===== config.mk =====
export PLATFORM = sky130hd
export DESIGN_NAME = sched_top
export DESIGN_NICKNAME = d
export VERILOG_FILES = /design/src/logic/sched_bus_pkg.sv /design/src/logic/sched_cmd_pkg.sv /design/src/logic/sched_top.sv /design/src/logic/cmd_scheduler.sv /design/src/logic/sched_ctrl_regs.sv /design/src/logic/sched_timer.sv /design/src/logic/cmd_fifo.sv
export VERILOG_INCLUDE_DIRS = /design/src /design/src/logic
export SDC_FILE = /design/constraint.sdc
export NUM_CORES = 1
export LEC_CHECK = 0
export BUFFER_PORTS_ARGS = -buffer_cell sky130_fd_sc_hd__buf_2
export CAP_MARGIN = 20
export CORE_ASPECT_RATIO = 0.75
export CORE_MARGIN = 8
export CORE_UTILIZATION = 51
export DETAILED_ROUTE_END_ITERATION = 6
export HOLD_SLACK_MARGIN = 0.08
export PLACE_DENSITY = 0.76
export REMOVE_ABC_BUFFERS = 1
export SLEW_MARGIN = 25
export SYNTH_ARGS = -nofsm -noshare
export SYNTH_HDL_FRONTEND = slang
export SYNTH_SLANG_ARGS = --single-unit

===== constraint.sdc =====
create_clock -name clk -period 9.79 [get_ports clk]
set_input_delay 0 -clock clk [delete_from_list [all_inputs] [get_ports clk]]
set_output_delay 0 -clock clk [all_outputs]
set_load 0.02 [all_outputs]

===== src/logic/sched_macros.svh =====
`ifndef SCHED_MACROS_SVH
`define SCHED_MACROS_SVH

// command word field widths
`define SCHED_TIME_W 32
`define SCHED_ADDR_W 16
`define SCHED_DATA_W 32

// queue depth, must stay a power of two
`define SCHED_FIFO_DEPTH 16
`define SCHED_LEVEL_W ($clog2(`SCHED_FIFO_DEPTH) + 1)

// bus address that reloads the timer instead of going out
`define SCHED_TIMER_ADDR 16'hFFFF

// host register map
`define SCHED_REG_ADDR_W 2
`define REG_CTRL 2'd0
`define REG_STATUS 2'd1
`define REG_ISSUED 2'd2
`define REG_TIME 2'd3

`endif

===== src/logic/sched_bus_pkg.sv =====
`include "sched_macros.svh"

package sched_bus_pkg;

	// write-only command bus towards the peripherals
	typedef struct packed {
		logic [`SCHED_ADDR_W-1:0] addr;
		logic [`SCHED_DATA_W-1:0] data;
		logic en;
		logic wr;
	} cmd_bus_t;

	// single-cycle host register access
	typedef struct packed {
		logic wr;
		logic [`SCHED_REG_ADDR_W-1:0] addr;
		logic [`SCHED_DATA_W-1:0] wdata;
	} reg_req_t;

endpackage


===== src/logic/sched_cmd_pkg.sv =====
`include "sched_macros.svh"

package sched_cmd_pkg;

	// new timer value carried by a timer command
	typedef logic [`SCHED_TIME_W-1:0] timer_load_t;

	// the middle 32 bits of a command
	// plain bus data for normal addresses, timer value for the timer address
	typedef union packed {
		logic [`SCHED_DATA_W-1:0] data;
		timer_load_t load;
	} cmd_payload_u;

	// 80-bit queue word, stamp in the top bits
	typedef struct packed {
		logic [`SCHED_TIME_W-1:0] stamp;
		cmd_payload_u payload;
		logic [`SCHED_ADDR_W-1:0] addr;
	} sched_cmd_t;

endpackage


===== src/logic/sched_top.sv =====
`timescale 1ns/1ns
`include "sched_macros.svh"

module sched_top
	import sched_cmd_pkg::*;
	import sched_bus_pkg::*;
(
	input  logic clk,
	input  logic rst,
	input  logic push,
	input  sched_cmd_t cmd_in,
	input  reg_req_t reg_req,
	output logic [`SCHED_DATA_W-1:0] reg_rdata,
	output cmd_bus_t cmd_bus,
	output logic [`SCHED_TIME_W-1:0] current_time
);
	sched_cmd_t fifo_dout;
	logic fifo_valid;
	logic fifo_empty;
	logic fifo_rd_en;
	logic [`SCHED_LEVEL_W-1:0] level;
	logic overflow;
	logic run_en;
	logic time_load;
	timer_load_t load_value;
	logic issue;

	cmd_fifo u_fifo (
		.clk(clk),
		.rst(rst),
		.push(push),
		.din(cmd_in),
		.rd_en(fifo_rd_en),
		.dout(fifo_dout),
		.dout_valid(fifo_valid),
		.empty(fifo_empty),
		.level(level),
		.overflow(overflow)
	);

	sched_timer u_timer (
		.clk(clk),
		.rst(rst),
		.run_en(run_en),
		.load(time_load),
		.load_value(load_value),
		.current_time(current_time)
	);

	sched_ctrl_regs u_regs (
		.clk(clk),
		.rst(rst),
		.reg_req(reg_req),
		.reg_rdata(reg_rdata),
		.run_en(run_en),
		.issue(issue),
		.overflow_pulse(overflow),
		.level(level),
		.current_time(current_time)
	);

	cmd_scheduler u_sched (
		.clk(clk),
		.rst(rst),
		.run_en(run_en),
		.current_time(current_time),
		.fifo_dout(fifo_dout),
		.fifo_valid(fifo_valid),
		.fifo_empty(fifo_empty),
		.fifo_rd_en(fifo_rd_en),
		.cmd_bus(cmd_bus),
		.time_load(time_load),
		.load_value(load_value),
		.issue(issue)
	);

endmodule


===== src/logic/cmd_scheduler.sv =====
`timescale 1ns/1ns
`include "sched_macros.svh"

module cmd_scheduler
	import sched_cmd_pkg::*;
	import sched_bus_pkg::*;
(
	input  logic clk,
	input  logic rst,
	input  logic run_en,
	input  logic [`SCHED_TIME_W-1:0] current_time,
	input  sched_cmd_t fifo_dout,
	input  logic fifo_valid,
	input  logic fifo_empty,
	output logic fifo_rd_en,
	output cmd_bus_t cmd_bus,
	output logic time_load,
	output timer_load_t load_value,
	output logic issue
);
	// one-hot states
	localparam logic [2:0] ST_FETCH = 3'b001;
	localparam logic [2:0] ST_WAIT = 3'b010;
	localparam logic [2:0] ST_EXEC = 3'b100;

	logic [2:0] state;
	logic [2:0] state_next;
	sched_cmd_t cmd_q;
	logic due;
	logic is_timer;
	logic fire;

	always_ff @(posedge clk or posedge rst) begin
		if (rst)
			state <= ST_FETCH;
		else
			state <= state_next;
	end

	// held command
	always_ff @(posedge clk) begin
		if (state == ST_WAIT && fifo_valid)
			cmd_q <= fifo_dout;
	end

	// zero stamp means issue at once
	assign due = (cmd_q.stamp == '0) || (current_time >= cmd_q.stamp);
	assign is_timer = (cmd_q.addr == `SCHED_TIMER_ADDR);
	assign fire = (state == ST_EXEC) && due;

	always_comb begin
		state_next = state;
		fifo_rd_en = 1'b0;
		case (state)
			ST_FETCH: begin
				// no new fetch while stopped
				if (!fifo_empty && run_en) begin
					fifo_rd_en = 1'b1;
					state_next = ST_WAIT;
				end
			end
			ST_WAIT: begin
				if (fifo_valid)
					state_next = ST_EXEC;
			end
			ST_EXEC: begin
				if (due)
					state_next = ST_FETCH;
			end
			default: state_next = ST_FETCH;
		endcase
	end

	// payload read as bus data or as timer value depending on address
	assign cmd_bus.addr = cmd_q.addr;
	assign cmd_bus.data = cmd_q.payload.data;
	assign cmd_bus.en = fire && !is_timer;
	assign cmd_bus.wr = fire && !is_timer;
	assign time_load = fire && is_timer;
	assign load_value = cmd_q.payload.load;
	assign issue = cmd_bus.en;

	a_state_onehot: assert property (@(posedge clk) disable iff (rst) $onehot(state));
	a_bus_xor_load: assert property (
		@(posedge clk) disable iff (rst) !(cmd_bus.en && time_load)
	);
	a_bus_in_exec: assert property (
		@(posedge clk) disable iff (rst) cmd_bus.en |-> (state == ST_EXEC)
	);

endmodule


===== src/logic/sched_ctrl_regs.sv =====
`timescale 1ns/1ns
`include "sched_macros.svh"

module sched_ctrl_regs
	import sched_bus_pkg::*;
(
	input  logic clk,
	input  logic rst,
	input  reg_req_t reg_req,
	output logic [`SCHED_DATA_W-1:0] reg_rdata,
	output logic run_en,
	input  logic issue,
	input  logic overflow_pulse,
	input  logic [`SCHED_LEVEL_W-1:0] level,
	input  logic [`SCHED_TIME_W-1:0] current_time
);
	logic overflow_flag;
	logic [`SCHED_DATA_W-1:0] issued_cnt;
	logic ctrl_wr;

	assign ctrl_wr = reg_req.wr && (reg_req.addr == `REG_CTRL);

	always_ff @(posedge clk or posedge rst) begin
		if (rst) begin
			run_en <= 1'b0;
			overflow_flag <= 1'b0;
			issued_cnt <= '0;
		end else begin
			if (ctrl_wr)
				run_en <= reg_req.wdata[0];
			// a new overflow beats a clear in the same cycle
			if (overflow_pulse)
				overflow_flag <= 1'b1;
			else if (ctrl_wr && reg_req.wdata[1])
				overflow_flag <= 1'b0;
			if (issue)
				issued_cnt <= issued_cnt + 1'b1;
		end
	end

	// read mux
	always_comb begin
		reg_rdata = '0;
		case (reg_req.addr)
			`REG_CTRL: reg_rdata[0] = run_en;
			`REG_STATUS: begin
				reg_rdata[`SCHED_LEVEL_W-1:0] = level;
				reg_rdata[8] = overflow_flag;
			end
			`REG_ISSUED: reg_rdata = issued_cnt;
			`REG_TIME: reg_rdata = current_time;
			default: reg_rdata = '0;
		endcase
	end

endmodule


===== src/logic/sched_timer.sv =====
`timescale 1ns/1ns
`include "sched_macros.svh"

module sched_timer
	import sched_cmd_pkg::*;
(
	input  logic clk,
	input  logic rst,
	input  logic run_en,
	input  logic load,
	input  timer_load_t load_value,
	output logic [`SCHED_TIME_W-1:0] current_time
);

	// load wins over counting and counting resumes from the new value
	always_ff @(posedge clk or posedge rst) begin
		if (rst)
			current_time <= '0;
		else if (load)
			current_time <= load_value;
		else if (run_en)
			current_time <= current_time + 1'b1;
	end

endmodule


===== src/logic/cmd_fifo.sv =====
`timescale 1ns/1ns
`include "sched_macros.svh"

module cmd_fifo
	import sched_cmd_pkg::*;
(
	input  logic clk,
	input  logic rst,
	input  logic push,
	input  sched_cmd_t din,
	input  logic rd_en,
	output sched_cmd_t dout,
	output logic dout_valid,
	output logic empty,
	output logic [`SCHED_LEVEL_W-1:0] level,
	output logic overflow
);
	localparam int DEPTH = `SCHED_FIFO_DEPTH;
	localparam int PTR_W = $clog2(DEPTH);

	sched_cmd_t mem [DEPTH];
	logic [PTR_W-1:0] wr_ptr;
	logic [PTR_W-1:0] rd_ptr;
	logic full;
	logic do_push;
	logic do_pop;

	assign full = (level == `SCHED_LEVEL_W'(DEPTH));
	assign empty = (level == '0);
	assign do_push = push && !full;
	assign do_pop = rd_en && !empty;

	// storage and registered read port
	always_ff @(posedge clk) begin
		if (do_push)
			mem[wr_ptr] <= din;
		if (do_pop)
			dout <= mem[rd_ptr];
	end

	always_ff @(posedge clk or posedge rst) begin
		if (rst) begin
			wr_ptr <= '0;
			rd_ptr <= '0;
			level <= '0;
			dout_valid <= 1'b0;
			overflow <= 1'b0;
		end else begin
			dout_valid <= do_pop;
			// pushes into a full queue are lost
			overflow <= push && full;
			if (do_push)
				wr_ptr <= wr_ptr + 1'b1;
			if (do_pop)
				rd_ptr <= rd_ptr + 1'b1;
			if (do_push && !do_pop)
				level <= level + 1'b1;
			else if (do_pop && !do_push)
				level <= level - 1'b1;
		end
	end

	// the scheduler only fetches from a non-empty queue
	a_no_read_empty: assert property (@(posedge clk) disable iff (rst) rd_en |-> !empty);

endmodule


==> results of run 1 <==
==> layout make-up <==
| cell class | instances | area share |
|---|---|---|
| diodes | 1 | 0.0000373 |
| multi-input cells | 895 | 0.188 |
| repair buffers | 351 | 0.0371 |
| clock inverters | 87 | 0.0114 |
| clock buffers | 174 | 0.0560 |
| flip-flops and latches | 1524 | 0.676 |
| well taps | 1540 | 0.0287 |
| inverters | 43 | 0.00244 |
==> synth_stat cells, types with 3 or more instances <==
library cell  instances  area, um2
a21o_1                3       22.5
a21oi_1              44        220
a22o_1                5       43.8
and2_1                3       18.8
and3_1               13       81.3
and4_1                9       78.8
buf_1                17       63.8
buf_2                35        175
buf_4                51        383
clkbuf_1             56        210
dfrtp_1              83       2080
edfxtp_1           1440      43200
ha_1                 43        538
inv_1                43        161
mux2_2                9        101
mux2i_1              27        270
mux4_2              401       9030
nand2_1              49        184
nand2b_1              5       31.3
nand3_1              25        125
nand4_1              27        169
nor2_1               67        251
nor2b_1              27        169
nor3_1               12       60.1
nor3b_1               4       30.0
nor4_1               11       68.8
nor4b_1               4       35.0
o21ai_0               5       25.0
or2_2                 3       18.8
xnor2_1              46        403
xor2_1               26        228
==> worst paths after layout <==
path                                 start                endpoint  slack (ns)  cells past startpoint
min in group asynchronous              rst         u_fifo.level[4]        0.29                      4
setup / recovery           u_fifo.level[0]        u_fifo.mem[4][7]        5.89                      7
max in group asynchronous              rst        u_fifo.rd_ptr[1]        8.50                      5
hold reg to reg            u_fifo.dout[42]  u_sched.load_value[26]        0.42                      0
setup reg to reg           u_fifo.level[0]        u_fifo.mem[4][7]        5.89                      7
hold / removal                   cmd_in[0]       u_fifo.mem[11][0]        0.16                      2
==> cells by family (layout without fill, tap and decap cells) <==
| kind of cell | Yosys count | count (layout) | synth area share |
|---|---|---|---|
| xor gates and xnor gates | 72 | 72 | 0.0107 |
| AOI/OAI and AO/OA | 73 | 73 | 0.00772 |
| and+or+nand+nor | 268 | 268 | 0.0239 |
| DFF | 1524 | 1524 | 0.771 |
| muxes | 438 | 438 | 0.160 |
| buffers and inverters | 204 | 655 | 0.0173 |
| other | 0 | 1 | 0 |
| adders and majority gates | 44 | 44 | 0.00949 |
==> state kept, by name (all words and copies together) (netlist names) <==
signal                cells
u_fifo.mem             1280
u_fifo.dout              80
u_regs.issued_cnt        32
u_sched.cmd_q            32
u_sched.load_value       32
u_timer.current_time     32
u_sched.cmd_bus          16
u_fifo.level              5
u_fifo.rd_ptr             4
u_fifo.wr_ptr             4
u_sched.state             3
u_fifo.dout_valid         1
u_fifo.overflow           1
u_regs.overflow_flag      1
u_regs.run_en             1
==> stage by stage <==
step | worst slack, ns | hold WS [ns] | util | std cells | power (W)
floorplan | -3.74 | 0.0989 | - | 2462 | 0.0126
global placement | 5.56 | -0.0848 | 0.534 | 4257 | 0.0126
detailed placement | 5.51 | -0.0757 | 0.535 | 4260 | 0.0128
CTS | 5.50 | 0.110 | 0.582 | 4611 | 0.0182
global route | 5.78 | 0.162 | 0.583 | 4615 | 0.0188
finish | 5.89 | 0.160 | 0.583 | 4615 | 0.0181
==> what timing repair did <==
action / CTS / global route
hold buffers: 90 / 0
endpoints found under the setup margin: 0 / 0
gates resized for setup: 0 / 0
endpoints found under the hold margin: 1369 / 0
==> power by group <==
group | switching (W) | total, W | internal (W)
Clock | 0.00240 | 0.00539 | 0.00300
Combinational | 0.00213 | 0.00419 | 0.00206
Sequential | 0.000444 | 0.00856 | 0.00811
Total | 0.00498 | 0.0181 | 0.0132
==> per-layer routing <==
| layer | GRT usage | wire [um] | up-vias |
|---|---|---|---|
| li1 | - | - | 11500 |
| met1 | 0.296 | 54100 | 15200 |
| met2 | 0.366 | 70000 | 1728 |
| met3 | 0.0742 | 16600 | 256 |
| met4 | 0.0822 | 4900 | 14 |
| met5 | 0 | 90 | - |
==> results.cfg, run 1 <==
[final_layout]
finish.instance_area_um2 = 67100
layout.cells.most_common = edfxtp_1
area.sequential_um2 = 45400
mostFrequentLayoutCells = edfxtp_1 (1440), mux4_2 (401), buf_2 (201), clkbuf_16 (145), dlygate4sd3_1 (90)
filler_cell_count = 7903
final_net_count = 3120
final_layout_size_suffix_gt1_frac = 0.295
syn2layout_area_growth_pct = 14.0
multi_input_area_um2 = 12600

[critical_path]
critical_path.endpoint_type = flip-flop
crit_fanout = 34
worst_setup_path_start_kind = flip-flop
critical-path-max-stage-delay_ns = 0.81
cp_common_cell = buf_4
critical_path_buf_inv_count = 3
critical_path_s_slowest_cell = nor2_4
required_ns = 10.16
crit_path_max_delay_family = buffers and inverters
timing.critical_path.arrival_ns = 4.27
worstPathCellList = nor4_1, a21boi_1, buf_4, nand2_1, nor2_4, buf_4, buf_4
crit_type = reg2reg

[floorplan]
io-pin-count = 232
design.die.area_um2 = 127000
floorplan_die_width_um = 408
floorplan.core_area_um2 = 115000
num_rows = 108
dieHeight_um = 310
initial_core_util = 0.512

[timing]
period_share = 0.399
grt_setup_unrepaired = no
setup-tns-final_ns = 0
final-max-slew-violation-count = 0
max_clock_freq_mhz = 256
finalSetupViolCount = 0
timing_hold_violations_final = 0
final.setup_skew_ns = 0.0344
maxSlewHeadroom = 0.226
worst_pin_slew_ns = 1.16
post-route-min-period_ns = 3.90

[min_path]
min_path_type = in2reg

[yosys]
ys_seq_area_frac = 0.771
ys_ff_latch = 1524
synth-edff-count = 1440
post_synth.cell_area_avg_um2 = 22.4
ys_dominant_reg_cell = edfxtp_1
synthesis.yosys.warnings = 0
syn-instance-count = 2623
synth_cell_types = 55
synth_async_sr_flop_share = 0.0551
synth_area_um2 = 58800

[cts]
cts_root_buffer = clkbuf_16
post_cts_buffers = 0
cts_tree = built
cts_buffer_depth = 3
path_clk_slew_ns = 0.06
cts_inserted_buffers = 143
htreeDepth = 4
clk-insertion-delay-late_ns = 0.77
clock_sink_count = 1524

[drt]
finalWirelength_mm = 146
vias = 28800
drc = 0
route.detailed.vias_per_inst = 6.23
drt_iter0_drc = 3579
drtAntennaViolNets = 0
drt_pre_antenna_iters = 6
drt-wirelength-per-cell_um = 31.6

[placement]
gp_congestion = 0.902
port_buffers = 201
dpl_cell_area_um2 = 61600
dp_hpwl_mm = 77.4

[run_status]
outcome = complete, no violations

[power_and_ir_drop]
pwr_density_cell_nw_per_um2 = 271
worst_ir_drop_vdd_mv = 0.268
power.leakage_nw = 22.1

[global_routing]
grt_antenna_before_repair = 9
first_global_vias = 29700
grt_max_degree = 165
global_route_wire_length_before_repair_mm = 208
gr-total-overflow = 0
global_route.usage.total = 0.228

[job]
cap_violations = 0
Note: power is estimated with default switching activity, not from simulation.
==> run 2: changes to the inputs <==
Clock period 9.79 ns to 3.6 ns, I/O delays scaled along.
==> results.cfg, run 2 (synthesis results as in run 1) <==
[run_status]
outcome = complete, no violations

[global_routing]
global_route_wire_length_before_repair_mm = 207
first_global_vias = 29700
gr-total-overflow = 0
global_route.usage.total = 0.226
grt_max_degree = 70
grt_antenna_before_repair = 16

[floorplan]
design.die.area_um2 = 127000
floorplan.core_area_um2 = 115000
initial_core_util = 0.512
floorplan_die_width_um = 408
dieHeight_um = 310
num_rows = 108
io-pin-count = 232

[power_and_ir_drop]
p_int_w = 0.0365
pwr_density_cell_nw_per_um2 = 740
power.clock.fraction = 0.303
seqPwrFrac = 0.460
worst_ir_drop_vdd_mv = 0.583
total_switching_power_w = 0.0138
power.leakage_nw = 22.4
p_comb_frac = 0.236
switching_share = 0.273

[min_path]
min_path_type = in2reg
hold_path_startpoint = cmd_in[30]
worst_hold_end = u_fifo.mem[9][30]
min_path_cells = 2

[timing]
setup_slack_ns = 0.187
post-route-min-period_ns = 3.41
timing_hold_violations_final = 0
max_clock_freq_mhz = 293
setup-tns-final_ns = 0
finalSetupViolCount = 0
final.setup_skew_ns = 0.0309
worst_pin_slew_ns = 1.16
period_share = 0.948
maxSlewHeadroom = 0.226
final.hold.worst_slack_ns = 0.148
final-max-slew-violation-count = 0

[final_layout]
mostFrequentLayoutCells = edfxtp_1 (1440), mux4_2 (401), buf_2 (201), clkbuf_16 (141), dlygate4sd3_1 (90)
largest_reg_flops = 1280
syn2layout_area_growth_pct = 15.5
layout.cells.most_common = edfxtp_1
final_layout_size_suffix_gt1_frac = 0.303
filler_cell_count = 7770
finish.instance_area_um2 = 68000
fin_cells = 4649
register_ranked_first_by_flip_flop_count = u_fifo.mem
largest_registers_ranked_by_flip_flop_count = u_fifo.mem (1280), u_fifo.dout (80)
final_net_count = 3145

[cts]
cts_inserted_buffers = 141
htreeDepth = 4
clock_sink_count = 1524
cts_buffer_depth = 3
path_clk_slew_ns = 0.06
cts_tree = built
post_cts_buffers = 0
clk-insertion-delay-late_ns = 0.78
cts_root_buffer = clkbuf_16

[critical_path]
crit_fanout = 19
critical-path-max-stage-delay_ns = 0.49
rr_worst_depth = 13
critical_path.endpoint_type = output port
timing.rr.end = u_fifo.level[4]
crit_type = reg2out
worstPathCellList = ha_1, nand4_1, nor3_1, o2111ai_1, a31oi_1, o21ba_4, buf_4, buf_2
launch_point_of_the_worst_reg_to_reg_path = u_fifo.level[0]
critical_path_s_slowest_cell = dfrtp_1
required_ns = 3.60
worst_setup_path_start_kind = flip-flop
timing.reg2reg.setup_slack_ns = 0.49
timing.critical_path.arrival_ns = 3.41

[placement]
port_buffers = 201
dp_hpwl_mm = 80.2
dpl_cell_area_um2 = 62300
number_of_placed_instances_with_taps_included = 4290
gp_congestion = 0.917
detailedPlace.worstSlack_ns = 0.531

[drt]
drt_pre_antenna_iters = 6
drt_iter0_drc = 3579
vias = 28900
drt-wirelength-per-cell_um = 31.2
route.detailed.vias_per_inst = 6.22
drc = 0
finalWirelength_mm = 145
drtAntennaViolNets = 0

[job]
cap_violations = 0
run 2: worst max path at each step:
stage,start,endpoint,slack [ns],cells past startpoint
floorplan,u_fifo.rd_ptr[0],u_fifo.dout[0],-9.93,2
global placement,u_fifo.level[0],u_fifo.level[4],0.29,10
detailed placement,u_timer.current_time[13],u_regs.issued_cnt[15],0.53,8
CTS,u_timer.current_time[13],cmd_bus[0],0.13,8
global route,u_timer.current_time[13],cmd_bus[0],-0.008,8
finish,u_timer.current_time[13],cmd_bus[0],0.19,8
run 2: power groups by stage:
stage	Combinational (W)	Sequential [W]	Clock, W
after floorplan	0.00578	0.0237	0
after global placement	0.0115	0.0233	0
after detailed placement	0.0118	0.0235	0
after CTS	0.0120	0.0232	0.0154
after global routing	0.0125	0.0233	0.0160
final	0.0119	0.0232	0.0152
run 2: worst max-delay path: cells and delay by family, from the launching register on:
kind | cells | cell delay (ns)
adder cells (fa/ha/maj) | 1 | 0.38
AO/OA/AOI/OAI | 3 | 1.00
AND/OR/NAND/NOR | 2 | 0.45
buffers and inverters | 2 | 0.32
flip-flops | 1 | 0.49
run 2: per-layer routing:
metal | vias up | wire [um] | GRT usage
li1 | 11600 | - | -
met3 | 251 | 16500 | 0.0681
met4 | 16 | 4220 | 0.0745
met5 | - | 502 | 0.0273
met2 | 1728 | 68800 | 0.360
met1 | 15300 | 55100 | 0.302
run 2: layout make-up:
type                    instances  area [um2]  area share
flip-flops and latches       1524       45400       0.668
multi-input cells             895       12600       0.185
clock buffers                 179        3730      0.0549
repair buffers                378        3150      0.0463
well taps                    1540        1930      0.0284
clock inverters                77         992      0.0146
inverters                      43         164     0.00241
diodes                         13        32.5    0.000479
run 2: stage by stage:
stage	util	total power, W
floorplan	-	0.0295
global placement	0.542	0.0348
detailed placement	0.542	0.0352
CTS	0.591	0.0506
global route	0.591	0.0518
finish	0.591	0.0503
run 2: what timing repair did:
action	in CTS	in global routing
setup endpoints to repair	2	2
endpoints found under the hold margin	1371	0
hold buffers	90	0
gates cloned	0	0
resized for setup	1	1
